==> config.mk <==
export PLATFORM = sky130hd
export DESIGN_NAME = camera_fifo
export DESIGN_NICKNAME = d
export VERILOG_FILES = /design/src/common/frame_pkg.sv /design/src/camera_fifo/camera_fifo.sv
export SDC_FILE = /design/constraint.sdc
export NUM_CORES = 1
export LEC_CHECK = 0
export BUFFER_PORTS_ARGS = -buffer_cell sky130_fd_sc_hd__buf_4
export CELL_PAD_IN_SITES_DETAIL_PLACEMENT = 1
export CELL_PAD_IN_SITES_GLOBAL_PLACEMENT = 1
export CORE_ASPECT_RATIO = 0.7
export CORE_MARGIN = 1
export CORE_UTILIZATION = 49
export DETAILED_ROUTE_END_ITERATION = 10
export PLACE_DENSITY_LB_ADDON = 0.1
export SETUP_SLACK_MARGIN = 0.5
export SLEW_MARGIN = 40
export SYNTH_ARGS = -nofsm -noshare
export SYNTH_HDL_FRONTEND = slang
export SYNTH_SLANG_ARGS = --single-unit
==> constraint.sdc <==
create_clock -name clk -period 3.7 [get_ports clk]
set_clock_uncertainty 0.1 [all_clocks]
set_input_delay 0.37 -clock clk [delete_from_list [all_inputs] [get_ports clk]]
set_output_delay 0.37 -clock clk [all_outputs]
set_load 0.01 [all_outputs]
==> src/common/frame_pkg.sv <==
`default_nettype none

package frame_pkg;

    // Slice geometry, in pixels, lines and µblocks
    localparam int unsigned px_per_block_col = 8;
    localparam int unsigned lines_per_block  = 16;
    localparam int unsigned blocks_per_row   = 5;
    localparam int unsigned block_rows       = 3;

    typedef logic [11:0] slice_addr_t;

    // Word as delivered by the camera port
    typedef struct packed {
        logic [23:0] rgb;
        logic        hsync;
        logic        vsync;
    } cam_word_t;

    typedef logic [7:0] slice_cnt_t;

endpackage

`default_nettype wire

==> src/camera_fifo/camera_fifo.sv <==
`default_nettype none

module camera_fifo import frame_pkg::*; #(
    parameter int fifo_depth = 16
) (
    input  logic      clk,
    input  logic      nrst,
    input  logic      wr,
    input  cam_word_t wdata,
    output cam_word_t head,
    output logic      empty,
    output logic      full
);

    localparam int ptr_w = $clog2(fifo_depth);

    // Extra top bit tells full from empty
    typedef logic [ptr_w:0] ptr_t;

    cam_word_t mem [fifo_depth];
    ptr_t      wr_ptr;
    ptr_t      rd_ptr;
    logic      push;
    logic      pop;

    assign empty = (wr_ptr == rd_ptr);
    assign full  = (wr_ptr[ptr_w] != rd_ptr[ptr_w]) &&
                   (wr_ptr[ptr_w-1:0] == rd_ptr[ptr_w-1:0]);

    // Words arriving while full are lost
    assign push = wr && !full;

    // The framer takes a word every cycle one is present
    assign pop = !empty;

    // First word falls through to the head
    assign head = mem[rd_ptr[ptr_w-1:0]];

    always_ff @(posedge clk) begin
        if (push) begin
            mem[wr_ptr[ptr_w-1:0]] <= wdata;
        end
    end

    always_ff @(posedge clk or negedge nrst) begin
        if (!nrst) begin
            wr_ptr <= '0;
            rd_ptr <= '0;
        end else begin
            if (push) begin
                wr_ptr <= wr_ptr + 1'b1;
            end
            if (pop) begin
                rd_ptr <= rd_ptr + 1'b1;
            end
        end
    end

endmodule

`default_nettype wire

======== After elaboration in Yosys (flattened, before gate mapping) ========
Memories as Yosys holds them, arrays and structs flattened.
Cells that the tools add are included.
word-level totals
  flip-flop bits (word level) ............. 10
  memories kept ........................... 1
  word-level logic and storage cells ...... 13
  latch bits .............................. 0
  memory bits (writable) .................. 416
  bits of input ports ..................... 29
  memory bits (read-only) ................. 0
  output and inout port bits .............. 28
memory list
  name  depth  width  rd ports  clocked after Yosys merged registers in  wr ports  line               text
  mem   16     26     1         0                                        1         camera_fifo.sv:20  cam_word_t mem [fifo_depth];
cells by class
  shift operators ......................... 0
  equal/unequal tests ..................... 3
  reductions and logical operators ........ 3
  add/sub/neg operators ................... 2
  multiplexer cells ....................... 2
  bitwise logic cells ..................... 0
  divide/modulo/power cells ............... 0
  multipliers ............................. 0
  $lt $le $gt $ge ......................... 0
operators by type and width
  cell                   number
  $add A5 B1 Y5 const B  2
  $eq A5 B5 Y1           1
  $eq A4 B4 Y1           1
  $logic_and A1 B1 Y1    2
  $mux W1                2
  $logic_not A1 Y1       1
  $ne A1 B1 Y1           1

======== Depth between registers and ports, before layout ========
  word-level depth ........................ 6
  mapped depth ............................ 7
  gate-level depth less buffers ........... 4

======== Least setup slack after synthesis ========
OpenSTA, ideal clock, no wires.
  path kind ............................... reg-to-reg
  start point ............................. reg rd_ptr[0]
  end point ............................... mem mem[6][0] (netlist name) (enable)
  arrival ................................. 2.931 ns
  clock period less this slack ............ 3.473 ns
  buffers on the path ..................... 2
  data required time ...................... 3.158 ns
  stages on the path, launching flop included .. 7
  path slack .............................. 0.227 ns
  setup time .............................. 0.442 ns
  cells stage by stage .................... dfrtp_1 buf_6 xnor2_1 nand4_1 buf_2 o21ai_1 nor3_1
between the ends
  cells in the longest elaborated chain, start to end .. 6
RTL lines
  element                        line               text
  start, declared                camera_fifo.sv:22  ptr_t rd_ptr;
  start signal, assigned         camera_fifo.sv:54  rd_ptr <= rd_ptr + 1'b1;
  $eq A4 B4 Y1                   camera_fifo.sv:28  (wr_ptr[ptr_w-1:0] == rd_ptr[ptr_w-1:0]);
  $logic_and A1 B1 Y1            camera_fifo.sv:27  assign full = (wr_ptr[ptr_w] != rd_ptr[ptr_w]) &&
  $logic_not A1 Y1               camera_fifo.sv:31  assign push = wr && !full;
  $logic_and A1 B1 Y1            camera_fifo.sv:31
  $mux W1                        camera_fifo.sv:40  if (push) begin
  $mux W1 (implied by the code)  camera_fifo.sv:41  mem[wr_ptr[ptr_w-1:0]] <= wdata;
  end, declared                  camera_fifo.sv:20
Every way passes these cells.

==> impl_metrics.env <==
export IMPL_wire_per_inst_um=29.9
export IMPL_synth_flop_cell="edfxtp_1"
export IMPL_antennaDiodeCount=0
export IMPL_clk_pin_slew_ps=60
export IMPL_end_kind="output pin"
export IMPL_crit_cells=5
export IMPL_drc=0
export IMPL_cts_max_level=2
export IMPL_peakVddDrop_mv=0.415
export IMPL_grt_pass1_wl_um=58100
export IMPL_cts_setup_buffers=0
export IMPL_dpl_hpwl_um=21000
export IMPL_netlist_area_um2=16500
export IMPL_relSlewSlack=0.535
export IMPL_numPortBuffers=56
export IMPL_tns_ps=0
export IMPL_ys_seq_area_frac=0.772
export IMPL_yosysUniqueCellTypes=30
export IMPL_critPathTopFamily="flip-flops"
export IMPL_path_buf_inv=2
export IMPL_tightest_slew_ps=697
export IMPL_drt_iter0_markers=617
export IMPL_io_pins=57
export IMPL_synthCells=770
export IMPL_p_per_area_nw_per_um2=800
export IMPL_drv_slew=0
export IMPL_rsz0062_at_grt="no"
export IMPL_detail_route_wirelength_um=39500
export IMPL_num_nets_final=895
export IMPL_clock_sinks=426
export IMPL_ys_ff_latch=426
export IMPL_numCtsBuffers=41
export IMPL_multiInputGateArea_um2=3630
export IMPL_syn_nets=804
export IMPL_avgSynthCellArea_um2=21.4
export IMPL_fin_crit_ps=3060
export IMPL_cts_tree="yes"
export IMPL_cp_start_kind="register"
export IMPL_report_final_setup_viol=0
export IMPL_place_area_um2=17700
export IMPL_layout_drive_gt1_share=0.283
export IMPL_r2r_cells=5
export IMPL_design_area_um2=19100
export IMPL_drv_cap=0
export IMPL_drt_pass1_iterations=5
export IMPL_num_vias=8052
export IMPL_cpMaxStageDelayCell="dfrtp_4"
export IMPL_synth_edf_count=416
export IMPL_grt_pass1_vias=8644
export IMPL_initial_core_util=0.504
export IMPL_holdCritPathClass="in2reg"
export IMPL_ys_warn_count=0
export IMPL_overflow=0
export IMPL_cpPeakStageDelay_ps=550
export IMPL_antenna_found_initial=0
export IMPL_cp_arrival_ps=2590
export IMPL_outcome="finished, final reports clean"
export IMPL_clkLatencyLatePin_ps=540
export IMPL_hold_viol=0
export IMPL_fillers=2751
export IMPL_viasPerCell=6.10
export IMPL_dieArea_um2=34400
export IMPL_crit_required_ps=3230
export IMPL_cp_max_fo=30
export IMPL_p_leak_nw=6.28
export IMPL_grt_usage=0.236
export IMPL_die_w_um=221
export IMPL_area_delta_synth_final_pct=16.0
export IMPL_fin_crit_sh=0.826
export IMPL_die_y_um=156
export IMPL_fp_coreArea_um2=32800
export IMPL_synthArstFlopShare=0.0235
export IMPL_clock_root_buffer="clkbuf_16"
export IMPL_row_count=55
export IMPL_fmax_mhz=327
export IMPL_hold_depth=1
export IMPL_path_class="reg2out"
export IMPL_ant_nets=0
export IMPL_globalplace_congestion=0.760
export IMPL_seqCellArea_um2=12800
export IMPL_clockBufferDepth=3
export IMPL_worstPathCellList="buf_16, mux4_2, a32oi_1, o21ai_0, buf_4"
export IMPL_grt_max_degree=68
worst register-to-register path: cells and delay by family (launching register included):
kind / cells / cell delay [ps]
buf+inv: 2 / 700
xor+xnor: 1 / 480
flops: 1 / 420
compound gates: 1 / 230
simple gates: 1 / 400
kinds of logic after synthesis:
| family | after synthesis | synth area share |
|---|---|---|
| AOI/OAI and AO/OA | 87 | 0.0371 |
| xor gates and xnor gates | 14 | 0.00743 |
| adders and majority gates | 5 | 0.00379 |
| buffers and inverters | 48 | 0.0155 |
| DFF | 426 | 0.772 |
| muxes | 158 | 0.155 |
| and+or+nand+nor | 32 | 0.00910 |
report_power, final:
group,internal [mW],switching [mW]
clock,2.43,1.75
combinational,2.21,2.83
sequential,5.85,0.244
through the flow:
| stage | hold WS, ps | util | cells | setup WS, ps | total power, mW |
|---|---|---|---|---|---|
| floorplan | -25.6 | - | 770 | 264 | 9.23 |
| global placement | 104 | 0.539 | 1240 | 900 | 11.0 |
| detailed placement | 110 | 0.540 | 1242 | 863 | 11.1 |
| CTS | 0.105 | 0.583 | 1318 | 455 | 15.4 |
| global route | 18.9 | 0.584 | 1319 | 503 | 15.9 |
| finish | 24.8 | 0.584 | 1319 | 642 | 15.3 |
per-layer routing:
| metal | vias to the layer above | track usage | part of all wire |
|---|---|---|---|
| li1 | 3425 | - | - |
| met1 | 4362 | 0.331 | 0.45 |
| met2 | 211 | 0.393 | 0.49 |
| met3 | 54 | 0.0369 | 0.046 |
| met4 | 0 | 0.0596 | 0.017 |
| met5 | - | 0 | 0 |
cells in the mapped netlist, types with 2 or more instances:
master | instances | area (um2)
edfxtp_1 | 416 | 12500
mux2i_1 | 78 | 781
mux4_2 | 78 | 1760
buf_2 | 28 | 140
a22oi_1 | 26 | 195
a32oi_1 | 26 | 228
o21ai_0 | 16 | 80.1
o21ai_1 | 15 | 75.1
nor2_1 | 14 | 52.6
xnor2_1 | 13 | 114
dfrtp_1 | 10 | 250
clkbuf_1 | 9 | 33.8
ha_1 | 5 | 62.6
inv_1 | 4 | 15.0
nand2_1 | 4 | 15.0
nand3_1 | 4 | 20.0
nor3_1 | 4 | 20.0
buf_4 | 3 | 22.5
and4_1 | 2 | 17.5
buf_8 | 2 | 30.0
mux2_2 | 2 | 22.5
nor2b_1 | 2 | 12.5
o211ai_1 | 2 | 15.0
state kept, by name, summed over array words and instances, names as in the netlist:
signal,flops
mem,416
rd_ptr,5
wr_ptr,5
layout make-up:
type,instances,area share
Tap cell,427,0.0279
Clock inverter,19,0.0103
Clock buffer,55,0.0591
Timing Repair Buffer,92,0.0459
Sequential cell,426,0.666
Inverter,4,0.000981
Multi-Input combinational cell,296,0.190
final timing paths:
path	endpoint	slack, ps	start
worst max register to register	mem[4][17]$_DFFE_PP_	1020	rd_ptr[4]$_DFFE_PN0N_
worst min register to register	wr_ptr[4]$_DFFE_PN0P_	450	wr_ptr[4]$_DFFE_PN0P_
max in group asynchronous	rd_ptr[0]$_DFFE_PN0N_	3220	nrst
min in group asynchronous	wr_ptr[0]$_DFFE_PN0P_	100	nrst
worst min-delay path	mem[3][17]$_DFFE_PP_	20	wdata[17]
worst max-delay path	head[16]	640	rd_ptr[0]$_DFFE_PN0N_
placed cells by master (no fill, tap or decap), types with 3 or more instances in the layout:
master      count
edfxtp_1      416
inv_1           3
clkbuf_16      44
mux2i_1        78
clkinv_2        7
mux4_2         78
ha_1            5
buf_12          6
clkbuf_1       11
xnor2_1        13
nand3_1         4
clkinv_1        5
o21ai_1        15
bufinv_16       4
clkinvlp_4      3
a32oi_1        26
buf_4          78
o21ai_0        16
dfrtp_1         7
a22oi_1        26
nor2_4         11
nand2_1         4
buf_16          3
timing repair:
item / 4_1_cts / 5_1_grt
gates cloned: 1 / 1
hold buffers: 1 / 0
endpoints found under the hold margin: 10 / 0
gates resized for setup: 5 / 6
pin swaps: 0 / 0
setup endpoints to repair: 23 / 6
Note: power is estimated with default switching activity, not from simulation.
