===== src/common/pixel_pkg.sv =====
`default_nettype none

package pixel_pkg;

    // One RGB pixel, three 8-bit channels
    typedef logic [23:0] pixel_t;

    // Position inside a µblock
    typedef logic [2:0] pix_col_t;
    typedef logic [3:0] pix_line_t;

    // Position of the µblock inside the slice
    typedef logic [2:0] blk_col_t;
    typedef logic [1:0] blk_line_t;

    // Packed as-is into the slice-store address
    typedef struct packed {
        pix_col_t  pixel_col;
        pix_line_t pixel_line;
        blk_col_t  block_col;
        blk_line_t block_line;
    } pixel_coord_t;

    typedef struct packed {
        pixel_t       data;
        logic         valid;
        pixel_coord_t coord;
    } framed_pixel_t;

    typedef struct packed {
        pixel_t    mean;
        blk_col_t  block_col;
        blk_line_t block_line;
    } block_mean_t;

endpackage

`default_nettype wire


===== src/common/frame_pkg.sv =====
`default_nettype none

package frame_pkg;

    // Slice geometry, in pixels, lines and µblocks
    localparam int unsigned px_per_block_col = 8;
    localparam int unsigned lines_per_block  = 16;
    localparam int unsigned blocks_per_row   = 5;
    localparam int unsigned block_rows       = 3;

    typedef logic [11:0] slice_addr_t;

    // Word as delivered by the camera port
    typedef struct packed {
        logic [23:0] rgb;
        logic        hsync;
        logic        vsync;
    } cam_word_t;

    typedef logic [7:0] slice_cnt_t;

endpackage

`default_nettype wire


===== src/verilog/rgb_logic.sv =====
`default_nettype none

module rgb_logic import pixel_pkg::*, frame_pkg::*; (
    input  logic          clk,
    input  logic          nrst,
    input  cam_word_t     head,
    input  logic          empty,
    input  logic          rgb_enable,
    output framed_pixel_t framed,
    output slice_cnt_t    wslice_cnt
);

    pixel_coord_t coord;
    slice_cnt_t   slice_cnt;
    logic         vsync_r;
    logic         enable_q;
    logic         consume;
    logic         frame_start;
    logic         active;
    logic         pcol_end;
    logic         bcol_end;
    logic         pline_end;
    logic         bline_end;

    assign consume     = !empty;
    assign frame_start = head.vsync && !vsync_r;
    assign active      = head.hsync && head.vsync;

    // Wrap points of the nested counters
    assign pcol_end  = (coord.pixel_col == pix_col_t'(px_per_block_col - 1));
    assign bcol_end  = (coord.block_col == blk_col_t'(blocks_per_row - 1));
    assign pline_end = (coord.pixel_line == pix_line_t'(lines_per_block - 1));
    assign bline_end = (coord.block_line == blk_line_t'(block_rows - 1));

    // Byte swap, low input byte ends up on top
    assign framed.data  = {head.rgb[7:0], head.rgb[15:8], head.rgb[23:16]};
    assign framed.valid = consume && active && enable_q;
    assign framed.coord = coord;
    assign wslice_cnt   = slice_cnt;

    // Coordinates advance on every active word, enabled or not
    always_ff @(posedge clk or negedge nrst) begin
        if (!nrst) begin
            coord     <= '0;
            slice_cnt <= '0;
        end else if (consume) begin
            if (frame_start) begin
                coord     <= '0;
                slice_cnt <= '0;
            end else if (active) begin
                coord.pixel_col <= coord.pixel_col + 1'b1;
                if (pcol_end) begin
                    coord.pixel_col <= '0;
                    coord.block_col <= coord.block_col + 1'b1;
                    if (bcol_end) begin
                        coord.block_col  <= '0;
                        coord.pixel_line <= coord.pixel_line + 1'b1;
                        if (pline_end) begin
                            coord.pixel_line <= '0;
                            coord.block_line <= coord.block_line + 1'b1;
                            if (bline_end) begin
                                coord.block_line <= '0;
                                slice_cnt        <= slice_cnt + 1'b1;
                            end
                        end
                    end
                end
            end
        end
    end

    // Previous consumed vsync, for the frame start edge
    always_ff @(posedge clk or negedge nrst) begin
        if (!nrst) begin
            vsync_r <= 1'b0;
        end else if (consume) begin
            vsync_r <= head.vsync;
        end
    end

    // Enable is held for the whole frame
    always_ff @(posedge clk or negedge nrst) begin
        if (!nrst) begin
            enable_q <= 1'b0;
        end else if (consume && frame_start) begin
            enable_q <= rgb_enable;
        end
    end

endmodule

`default_nettype wire


===== config.mk =====
export PLATFORM = sky130hd
export DESIGN_NAME = rgb_logic
export DESIGN_NICKNAME = d
export VERILOG_FILES = /design/src/common/pixel_pkg.sv /design/src/common/frame_pkg.sv /design/src/verilog/rgb_logic.sv
export SDC_FILE = /design/constraint.sdc
export NUM_CORES = 1
export LEC_CHECK = 0
export BUFFER_PORTS_ARGS = -buffer_cell sky130_fd_sc_hd__clkbuf_2
export CAP_MARGIN = 20
export CORE_MARGIN = 8
export CORE_UTILIZATION = 35
export DETAILED_ROUTE_END_ITERATION = 8
export GPL_TIMING_DRIVEN = 0
export SLEW_MARGIN = 20
export SYNTH_ARGS = -nofsm -noshare
export SYNTH_HDL_FRONTEND = slang
export SYNTH_SLANG_ARGS = --single-unit

===== constraint.sdc =====
create_clock -name clk -period 3.7 [get_ports clk]
set_input_delay 0.185 -clock clk [delete_from_list [all_inputs] [get_ports clk]]
set_output_delay 0.185 -clock clk [all_outputs]
set_load 0.05 [all_outputs]

Word-level counts from Yosys, hierarchy flattened --
Index checks and enable logic that the tools add are counted.
Word-level totals: register bits after elaboration 22, input bits 30, logic and storage cells 47
Operators by class: $add $sub $neg 5, equal/unequal tests 4, mux-type cells 13, bitwise operators 1, reduce and logical (&&, ||, !) cells 17
Operators by type and width (number):
- 8-bit 2-to-1 mux | 6
- 12-bit 2-to-1 mux | 3
- 2-bit nonzero test | 5
- 9-bit 2-to-1 mux | 1
- 8-bit by 1-bit adder with 8-bit output, second input constant | 1
- 3-bit by 1-bit adder with 3-bit output, second input constant | 2
- 3-bit == test, second input constant | 2
- 6-bit AND reduction | 1
- 1-bit logical AND | 5
- 5-bit AND reduction | 1
- 4-bit by 1-bit adder with 4-bit output, second input constant | 1
- 4-bit == test, second input constant | 1
- 2-bit 2-to-1 mux | 2
- 4-bit 2-to-1 mux | 1
- 4-bit AND reduction | 1
- 3-bit AND reduction | 1
- 2-bit by 1-bit adder with 2-bit output, second input constant | 1
- 2-bit == test, second input constant | 1
- 1-bit logical NOT | 2
- 2-bit AND reduction | 1
- 1-bit NOT | 1

Logic depth before layout (Yosys ltp) --
Gate-level depths: netlist of the first run.
depth after elaboration 7, depth in mapped cells 7, gate-level depth less buffers 6

Worst setup path after synthesis of the first run --
OpenSTA, ideal clock, no wires.
path type reg-to-reg, from reg coord (netlist bit framed[9]), to reg coord (netlist bit framed[0]), library setup time 0.125 ns, data arrival time 1.974 ns, data required time 3.575 ns, setup slack 1.602 ns, stages on the path, launching flop included 7, path buffers 0, period minus slack after synthesis 2.098 ns, path through dfrtp_1 ha_1 ha_1 a21boi_1 a211o_1 a21oi_2 mux2_2
On the way: longest elaborated chain between the ends 3
Ends and longest elaborated chain:
- start, declared | RTL line rgb_logic.sv:13 | pixel_coord_t coord;
- 3-bit == test | RTL line rgb_logic.sv:30 | assign pcol_end = (coord.pixel_col == pix_col_t'(px_per_block_col - 1));
- 2-bit nonzero test (no line)
- 5-bit AND reduction (no line)
No other way between the ends. A chain may end at the register's enable or synchronous reset.

Worst setup path after layout of the first run --
from reg coord (netlist bit framed[9]), to reg coord (netlist bit framed[1])
Same word-level chain as after synthesis.

==> results.md, run 1 <==
- Final hold analysis gives a worst-case slack of 0.154 ns.
- The detailed-route DRC error count is 0.
- The first global-routing pass estimated 5.55 mm of wire.
- The CTS tree is done.
- The clock passes through at most 2 buffers.
- 0 antenna diodes ended up in the layout.
- For this run the aggregate overflow at the end of global routing stands at 0.
- The final critical delay including setup and external delays is 1.94 ns.
- In the finished design, the share of the clock period the worst path needs comes to 52.4%.
- Overall power consumption after layout is estimated at 686 µW.
- The number of nets still failing antenna checks after routing is 0.
- In this run the horizontal extent of the chip is 80.0 µm.
- The number of hold violations in the final report is 0.
- When the netlist entered floorplanning its net count stood at 191.
- In the post-synthesis netlist, the biggest area contributors are dfrtp_1 38%, buf_4 13%, ha_1 5.2%, o21ai_0 5.2%, nand2_1 4.7%.
- The number of antenna violations at the first check in global routing is 0.
- The initial core utilization is 36.1%.
- The clock root buffer is clkbuf_8.
- The clock buffer count from CTS is 3.
- After synthesis the netlist holds a flip-flop and latch count of 22.
- The fraction of synthesized cell area taken by the top area cell type is 38.4%.
- The I/O pin total is 75.
- The count of flip-flops with a built-in enable after synthesis is 0.
- Data on the critical path arrives at its endpoint at 2.09 ns.
- The worst setup path is captured at a flop.
- For this run, the register share of the synthesized area comes to 38.4%.
- The final worst clock skew is 0.00204 ns.
- STA puts the critical path data required time at 3.85 ns.
- In this run the standard cell core region covers 3970 µm².
- After detailed routing, the average wire length per cell comes to 13.5 µm.
- The critical-path maximum fanout is 7.
- The first TritonRoute pass finished after 4 iterations.
- The number of H-tree levels is 1.
- The detailed-route via count is 1267.
- The aggregate negative setup slack is 0 ns.
- After synthesis, the share of flip-flops with an asynchronous set or reset is 100%.
- The distinct cell type count after synthesis is 42.
- The measured slew at the worst slew-check pin is 0.572 ns.
- The number of max-cap violations is 0.
- The synthesized instance count is 155.
- The post-cts sizing count is 0.
- Summing every instance area after synthesis gives 1430 µm².
- The cell row count is 23.
- The number of pins exceeding their max-slew limit in the final report is 0.
- The maximum number of pins on one net before global-route repair is 23.
- Of the cells placed in the final design, the portion with a size suffix greater than 1 is 42.9%.
- After clock tree synthesis, the clock-pin slew on the worst setup and hold paths is 0.08 ns.
- The number of warnings issued by yosys is 0.
- In this run the power density over the cells is 379 nW/µm².
- The later-pin clock latency in the skew report is 0.26 ns.
- The total of endpoints with negative setup slack in the final report is 0.
- Across the VDD grid, the largest voltage drop is 0.000212 V.
- The number of post-CTS setup repair buffers is 0.
- At the end of routability-driven placement, the weighted congestion stood at 0.759.
- The flow ran to the end, and the final reports show no timing, DRC or antenna violations.
- The area growth from synthesis to layout is 26.4%.
- The via count of the first global-routing pass is 1139.
- The path type of the worst setup path is flop to flop.
- The number of clock sinks is 22.
- The die area is 6400 µm².
- Measured against its own limit, the worst slew margin works out to 61.9%.
- The first routing iteration left 84 violations.
- The number of buffer cells added on primary ports is 50.
- Dividing the detail-routed via count by the number of cells gives 4.87.
- The leakage power figure is 0.933 nW.
- The overall track demand over capacity in global routing is 10.5%.
- The top flip-flop cell by instance count after synthesis is dfrtp_1.
- STA classifies the critical path startpoint as a flop.
- The final layout contains routed wiring with a total length of 3.51 mm.
- The layout has 399 filler cells.
- Setup repair after global routing left no endpoint under its margin.
- Summed over all nets, the half-perimeter wirelength after detailed placement is 2.80 mm.
- At the end of the flow, the number of nets in the layout was 247.
- The classification of the worst-slack hold path is primary input to flop.
- The overall die height is 80.0 µm.
- For this run, the top clock speed supported by timing is 516 MHz.
- The cell taking the most area after synthesis is dfrtp_1.
- The average footprint of a synthesized cell is 9.24 µm².
## logic make-up (layout without fill, tap and decap cells)
kind of cell,after synthesis,in the layout,share of synthesized area [%]
simple gates,59,59,23.2
compound gates,31,31,13.5
flops,22,22,38.4
fa+ha+maj,6,6,5.24
buf+inv,31,86,14.9
mux,6,6,4.63
## cells in the mapped netlist, types with 2 or more instances
cell and n:
buf_4 24, dfrtp_1 22, nand2_1 18, o21ai_0 15, ha_1 6, nand3_1 6
nor2_1 6, inv_1 5, mux2_2 5, and3_1 4, a21oi_1 3, nand2b_1 3
nor2b_1 3, nor4_1 3, nand4b_1 2, nor3_1 2, o31ai_1 2, or3_1 2
## final timing paths
kind / start / end / slack (ns) / cells past startpoint
worst max-delay path: framed[9] / framed[1] / 1.76 / 6
worst min-delay path: rgb_enable / enable_q / 0.15 / 2
worst max register to register: framed[9] / framed[1] / 1.76 / 6
worst min register to register: enable_q / enable_q / 0.50 / 1
max in group asynchronous: nrst / wslice_cnt[6] / 2.88 / 2
min in group asynchronous: nrst / framed[11] / 0.44 / 2
## sequential cells by signal, indices dropped and copies added (netlist names)
name,flops
vsync_r,1
wslice_cnt,8
framed,12
enable_q,1
## power by group
group | leakage, nW | switching (mW) | internal (mW) | total [mW]
registers | 0.299 | 0.0237 | 0.260 | 0.284
clock network | 0.0288 | 0.0791 | 0.0949 | 0.174
logic | 0.606 | 0.163 | 0.0654 | 0.228
total | 0.933 | 0.266 | 0.420 | 0.686
## final cells by class
type	count	area [µm²]	share of cell area [%]
Buffer	26	195	10.8
Clock buffer	4	55.1	3.04
Inverter	5	18.8	1.04
Multi-Input combinational cell	102	668	36.9
Sequential cell	22	551	30.4
Tap cell	50	62.6	3.46
Timing Repair Buffer	51	260	14.4
## per-stage QoR
step	cell area (µm²)	instances	util [%]	setup WS, ns
floorplan	1430	155	-	1.60
global placement	1750	255	44.0	1.75
detailed placement	1750	255	44.0	1.78
CTS	1810	260	45.6	1.75
global route	1810	260	45.6	1.59
finish	1810	260	45.6	1.76
## cells in the final DEF, fill, tap and decap left out, types with 4 or more instances in the layout
cell type and count:
clkbuf_2 50, buf_4 24, dfrtp_1 22, nand2_1 18, o21ai_0 15, nor2_1 6, nand3_1 6, ha_1 6
inv_1 5, mux2_2 5, and3_1 4, clkbuf_8 4
## critical path, stage by stage (launching register included)
cell	delay, ns
dfrtp_1	0.39
ha_1	0.16
ha_1	0.26
a21boi_1	0.11
a211o_1	0.37
a21oi_2	0.19
mux2_2	0.35
## timing repair
item | 4_1_cts | 5_1_grt
hold buffers | 1 | 0
endpoints found under the setup margin | 0 | 0
endpoints found under the hold margin | 22 | 0
## layer usage
layer | share of wire [%] | vias up | global-route usage (%)
met3 | 13 | 2 | 5.18
met1 | 43 | 575 | 13.0
met4 | 0.40 | 0 | 1.64
li1 | - | 633 | -
met2 | 44 | 57 | 16.2
met5 | 0 | - | 0
(Power assumes the default switching activity.)
==> inputs of run 2 (changes only) <==
--- a/config.mk
+++ b/config.mk
@@ -5,6 +5,7 @@
 export SDC_FILE = /design/constraint.sdc
 export NUM_CORES = 1
 export LEC_CHECK = 0
+export ABC_AREA = 1
 export BUFFER_PORTS_ARGS = -buffer_cell sky130_fd_sc_hd__clkbuf_2
 export CAP_MARGIN = 20
 export CORE_MARGIN = 8
==> constraint.sdc (replaced) <==
create_clock -name clk -period 1.9 [get_ports clk]
set_input_delay 0.095 -clock clk [delete_from_list [all_inputs] [get_ports clk]]
set_output_delay 0.095 -clock clk [all_outputs]
set_load 0.05 [all_outputs]
==> run 2 against run 1 <==
Synthesized cell count is 26% higher; register-to-register slack worse by 1.4 ns; via count is 4.3% higher; utilization is 1.1 points lower; clock-buffer cell count stayed put; area after synthesis is 4.8% higher; flip-flop and latch count stayed put; largest cell class unchanged; highest routed layer unchanged.
==> results.md, run 2 <==
- The run finished with clean final reports.
- Setup repair after global routing left no endpoint under its margin.
- The number of nets at the end of the flow came to 288 (+17%).
- The maximum vdd ir drop came to 0.000709 V (+230%).
- The I/O pin total is 75 (unchanged).
- The total of endpoints with negative setup slack in the final report came to 0 (unchanged).
- The die area is 6640 µm² (+3.8%).
- The area of the multi-input gates was 658 µm² (-1.5%).
- nand2_1 is the most common cell in the netlist.
- The post-synthesis share of cell area spent on and, or, nand and nor gates was 31.0% (+7.8 points).
- The number of buffer cells added on primary ports is 50 (unchanged).
- The share of cells above drive strength 1 is 38.6% (-4.2 points).
- The number of diodes added for antenna fixing is 0 (unchanged).
- The CTS tree is done.
- The final period utilization is 80.9% (+29 points).
- The detailed-route DRC error count was 0 (unchanged).
- The total grt overflow is 0 (unchanged).
- The sequential area share after synthesis is 36.7% (-1.8 points).
- The synthesized instance count is 196 (+26%).
- The library cell used most frequently in the layout, excluding fill and tap cells, is nand2_1.
- Sorting the synthesized cells by how often they occur yields 57 x nand2_1, 24 x buf_4, 22 x dfrtp_1.
- The detailed-route vias per instance came to 4.36 (-11%).
- The routed wire length was 3.40 mm (-3.2%).
- The critical path required time is 2.06 ns (-1.79 ns).
- STA classifies the critical path endpoint as a flop.
- The buffer levels on the longest clock path was 2 (unchanged).
- The path type of the worst setup path is flop to flop.
- The signal arrival time at the worst endpoint came to 1.69 ns (-0.40 ns).
- The share of synthesized cell area in full adder, half adder and majority cells is 5.00% (-0.24 points).
- The number of H-tree levels is 1 (unchanged).
- The hold-critical path depth came to 3 (+1).
- The register bit total from synthesis is 22 (unchanged).
- The post-cts sizing count is 0 (unchanged).
- The maximum number of pins on one net before global-route repair came to 23 (unchanged).
- The fraction of synthesized cell area taken by the top area cell type was 36.7% (-1.8 points).
- The area taken by flip-flops and latches is 551 µm² (unchanged).
- The half-perimeter wire length of the detailed placement result is 2.75 mm (-1.7%).
- The critical-path maximum fanout is 10 (+3).
- The total nets after synthesis came to 232 (+21%).
- The number of clock sinks is 22 (unchanged).
- The leakage power figure came to 1.02 nW (+9.6%).
- The power density relative to cell area is 825 nW/µm² (+120%).
- The cell count of the worst reg-to-reg path was 10 (+4).
- The area fraction in compound gates after synthesis is 7.25% (-6.3 points).
- The clock buffer count from CTS is 3 (unchanged).
- The count of flip-flops with a built-in enable after synthesis came to 0 (unchanged).
- The number of fill cells in the layout came to 440 (+10%).
- The mux contribution to synthesized area is 0% (-4.6 points).
- The overall power consumption came to 1.55 mW (+130%).
- For this run, the leading register cell type out of synthesis is dfrtp_1.
- The first-pass iteration count of the detailed router came to 4 (unchanged).
- By area the synthesized netlist is led by dfrtp_1 37%, nand2_1 14%, buf_4 12%, nand3_1 5.3%, inv_1 5.2%.
- The clock-pin transition on the worst setup and hold timing paths is 0.08 ns (about the same).
- The cell taking the most area after synthesis is dfrtp_1.
- The relative area change from synthesis to final layout is 25.3%.
- STA classifies the critical path startpoint as a flop.
- The flip-flop count of the largest register, all copies and words added was 12 (unchanged).
- The post-synthesis async set-or-reset flop share is 100% (unchanged).
- The aggregate negative setup slack is 0 ns (unchanged).
- The distinct cell type count after synthesis came to 23 (-45%).
- Leaving out fill and tap cells, the most frequent cells in the layout are 57 x nand2_1, 50 x clkbuf_2, 24 x buf_4, 22 x dfrtp_1, 21 x inv_1.
- The number of pins exceeding their max-slew limit in the final report is 0 (unchanged).
- The overall track demand over capacity in global routing is 10.3% (-0.15 points).
- The via count of the first global-routing pass came to 1293 (+14%).
- The worst max-slew margin expressed relative to the limit came to 61.1% (-0.75 points).
- The die width is 81.5 µm (+1.9%).
- The placeable core area is 4230 µm² (+6.6%).
- The maximum achievable frequency is 650 MHz (+26%).
- The overall die height was 81.5 µm (+1.9%).
- The detailed-route via count is 1321 (+4.3%).
- The average footprint of a synthesized cell was 7.66 µm² (-17%).
- The measured slew at the worst slew-check pin is 0.583 ns (+0.0112 ns).
- The classification of the worst-slack hold path is primary input to flop.
- The dominant combinational cell family by area after synthesis is simple AND/OR/NAND/NOR gates.
- The later-pin clock latency in the skew report was 0.26 ns (about the same).
- The cell row count was 24 (+4.3%).
- The number of antenna violations at the first check in global routing is 0 (unchanged).
- The clock root buffer is clkbuf_8.
- The synthesized area is 1500 µm² (+4.8%).
- The average detailed-routed wire length per instance came to 11.2 µm (-17%).
- The number of hold violations in the final report is 0 (unchanged).
- The number of warnings issued by yosys is 0 (unchanged).
- The number of max-cap violations was 0 (unchanged).
- The number of nets still failing antenna checks after routing is 0 (unchanged).
- The final worst clock skew is 0.00217 ns (+0.000133 ns).
- The xor and xnor fraction of the mapped netlist area was 0.583% (+0.58 points).
- The final critical delay including setup and external delays came to 1.54 ns (-0.400 ns).
- The DRC marker count from the first detailed-route iteration is 42 (-50%).
- The wire length of the first global-routing pass is 5.60 mm (+0.87%).
- The initial core utilization is 35.5% (-0.61 points).
- The routability-driven placement congestion ratio was 0.714 (-6.0%).
-- run 2: worst paths after layout --
path | start | endpoint | slack (ns)
min in group asynchronous | nrst | framed[3] | 0.36
min | rgb_enable | enable_q | 0.05
min reg2reg | framed[9] | framed[9] | 0.51
max | framed[2] | wslice_cnt[7] | 0.36
max reg2reg | framed[2] | wslice_cnt[7] | 0.36
max in group asynchronous | nrst | framed[6] | 1.16
-- run 2: final cells by class --
type | instances | share of cell area, %
flip-flops and latches | 22 | 29.3
clock buffers | 4 | 2.93
plain buffers | 26 | 10.8
inverters | 24 | 4.79
multi-input cells | 124 | 35.0
repair buffers | 51 | 13.8
well taps | 52 | 3.46
-- run 2: worst max-delay path, stage by stage, from the launching register on --
cell     delay, ns
dfrtp_1       0.40
inv_1         0.09
ha_1          0.16
nand2_1       0.13
nand2_1       0.11
nand2_2       0.07
nor2_4        0.14
nand2_2       0.07
buf_6         0.14
nand2_1       0.05
o21ai_1       0.06
-- run 2: logic make-up (layout without fill, tap and decap cells) --
logic type / Yosys count / in the layout
buf+inv: 50 / 105
simple gates: 98 / 98
compound gates: 19 / 19
flops: 22 / 22
fa+ha+maj: 6 / 6
xor+xnor: 1 / 1
-- run 2: timing repair --
item | in CTS | in global routing
hold endpoints to repair | 22 | 0
hold buffers | 1 | 0
buffers inserted | 0 | 0
-- run 2: metal layers --
metal / vias up / track usage (%) / routed length (µm)
met5: - / 0 / 0
met4: 0 / 3.21 / 25
met3: 4 / 2.52 / 238
met2: 40 / 17.5 / 1620
met1: 573 / 12.6 / 1510
li1: 704 / - / -
-- run 2: power by group --
part	switching [mW]	internal, mW
clock	0.155	0.185
combinational	0.460	0.158
sequential	0.0644	0.530
total	0.679	0.873
-- run 2: stage by stage --
step	util (%)	hold slack (ns)	cell area [µm²]	setup slack [ns]	instances
after floorplan	-	-0.201	1500	0.119	196
after global placement	42.9	0.123	1820	0.368	298
after detailed placement	42.9	0.128	1820	0.349	298
after CTS	44.4	0.0463	1880	0.343	303
after global routing	44.4	0.0747	1880	0.202	303
final	44.4	0.0510	1880	0.363	303
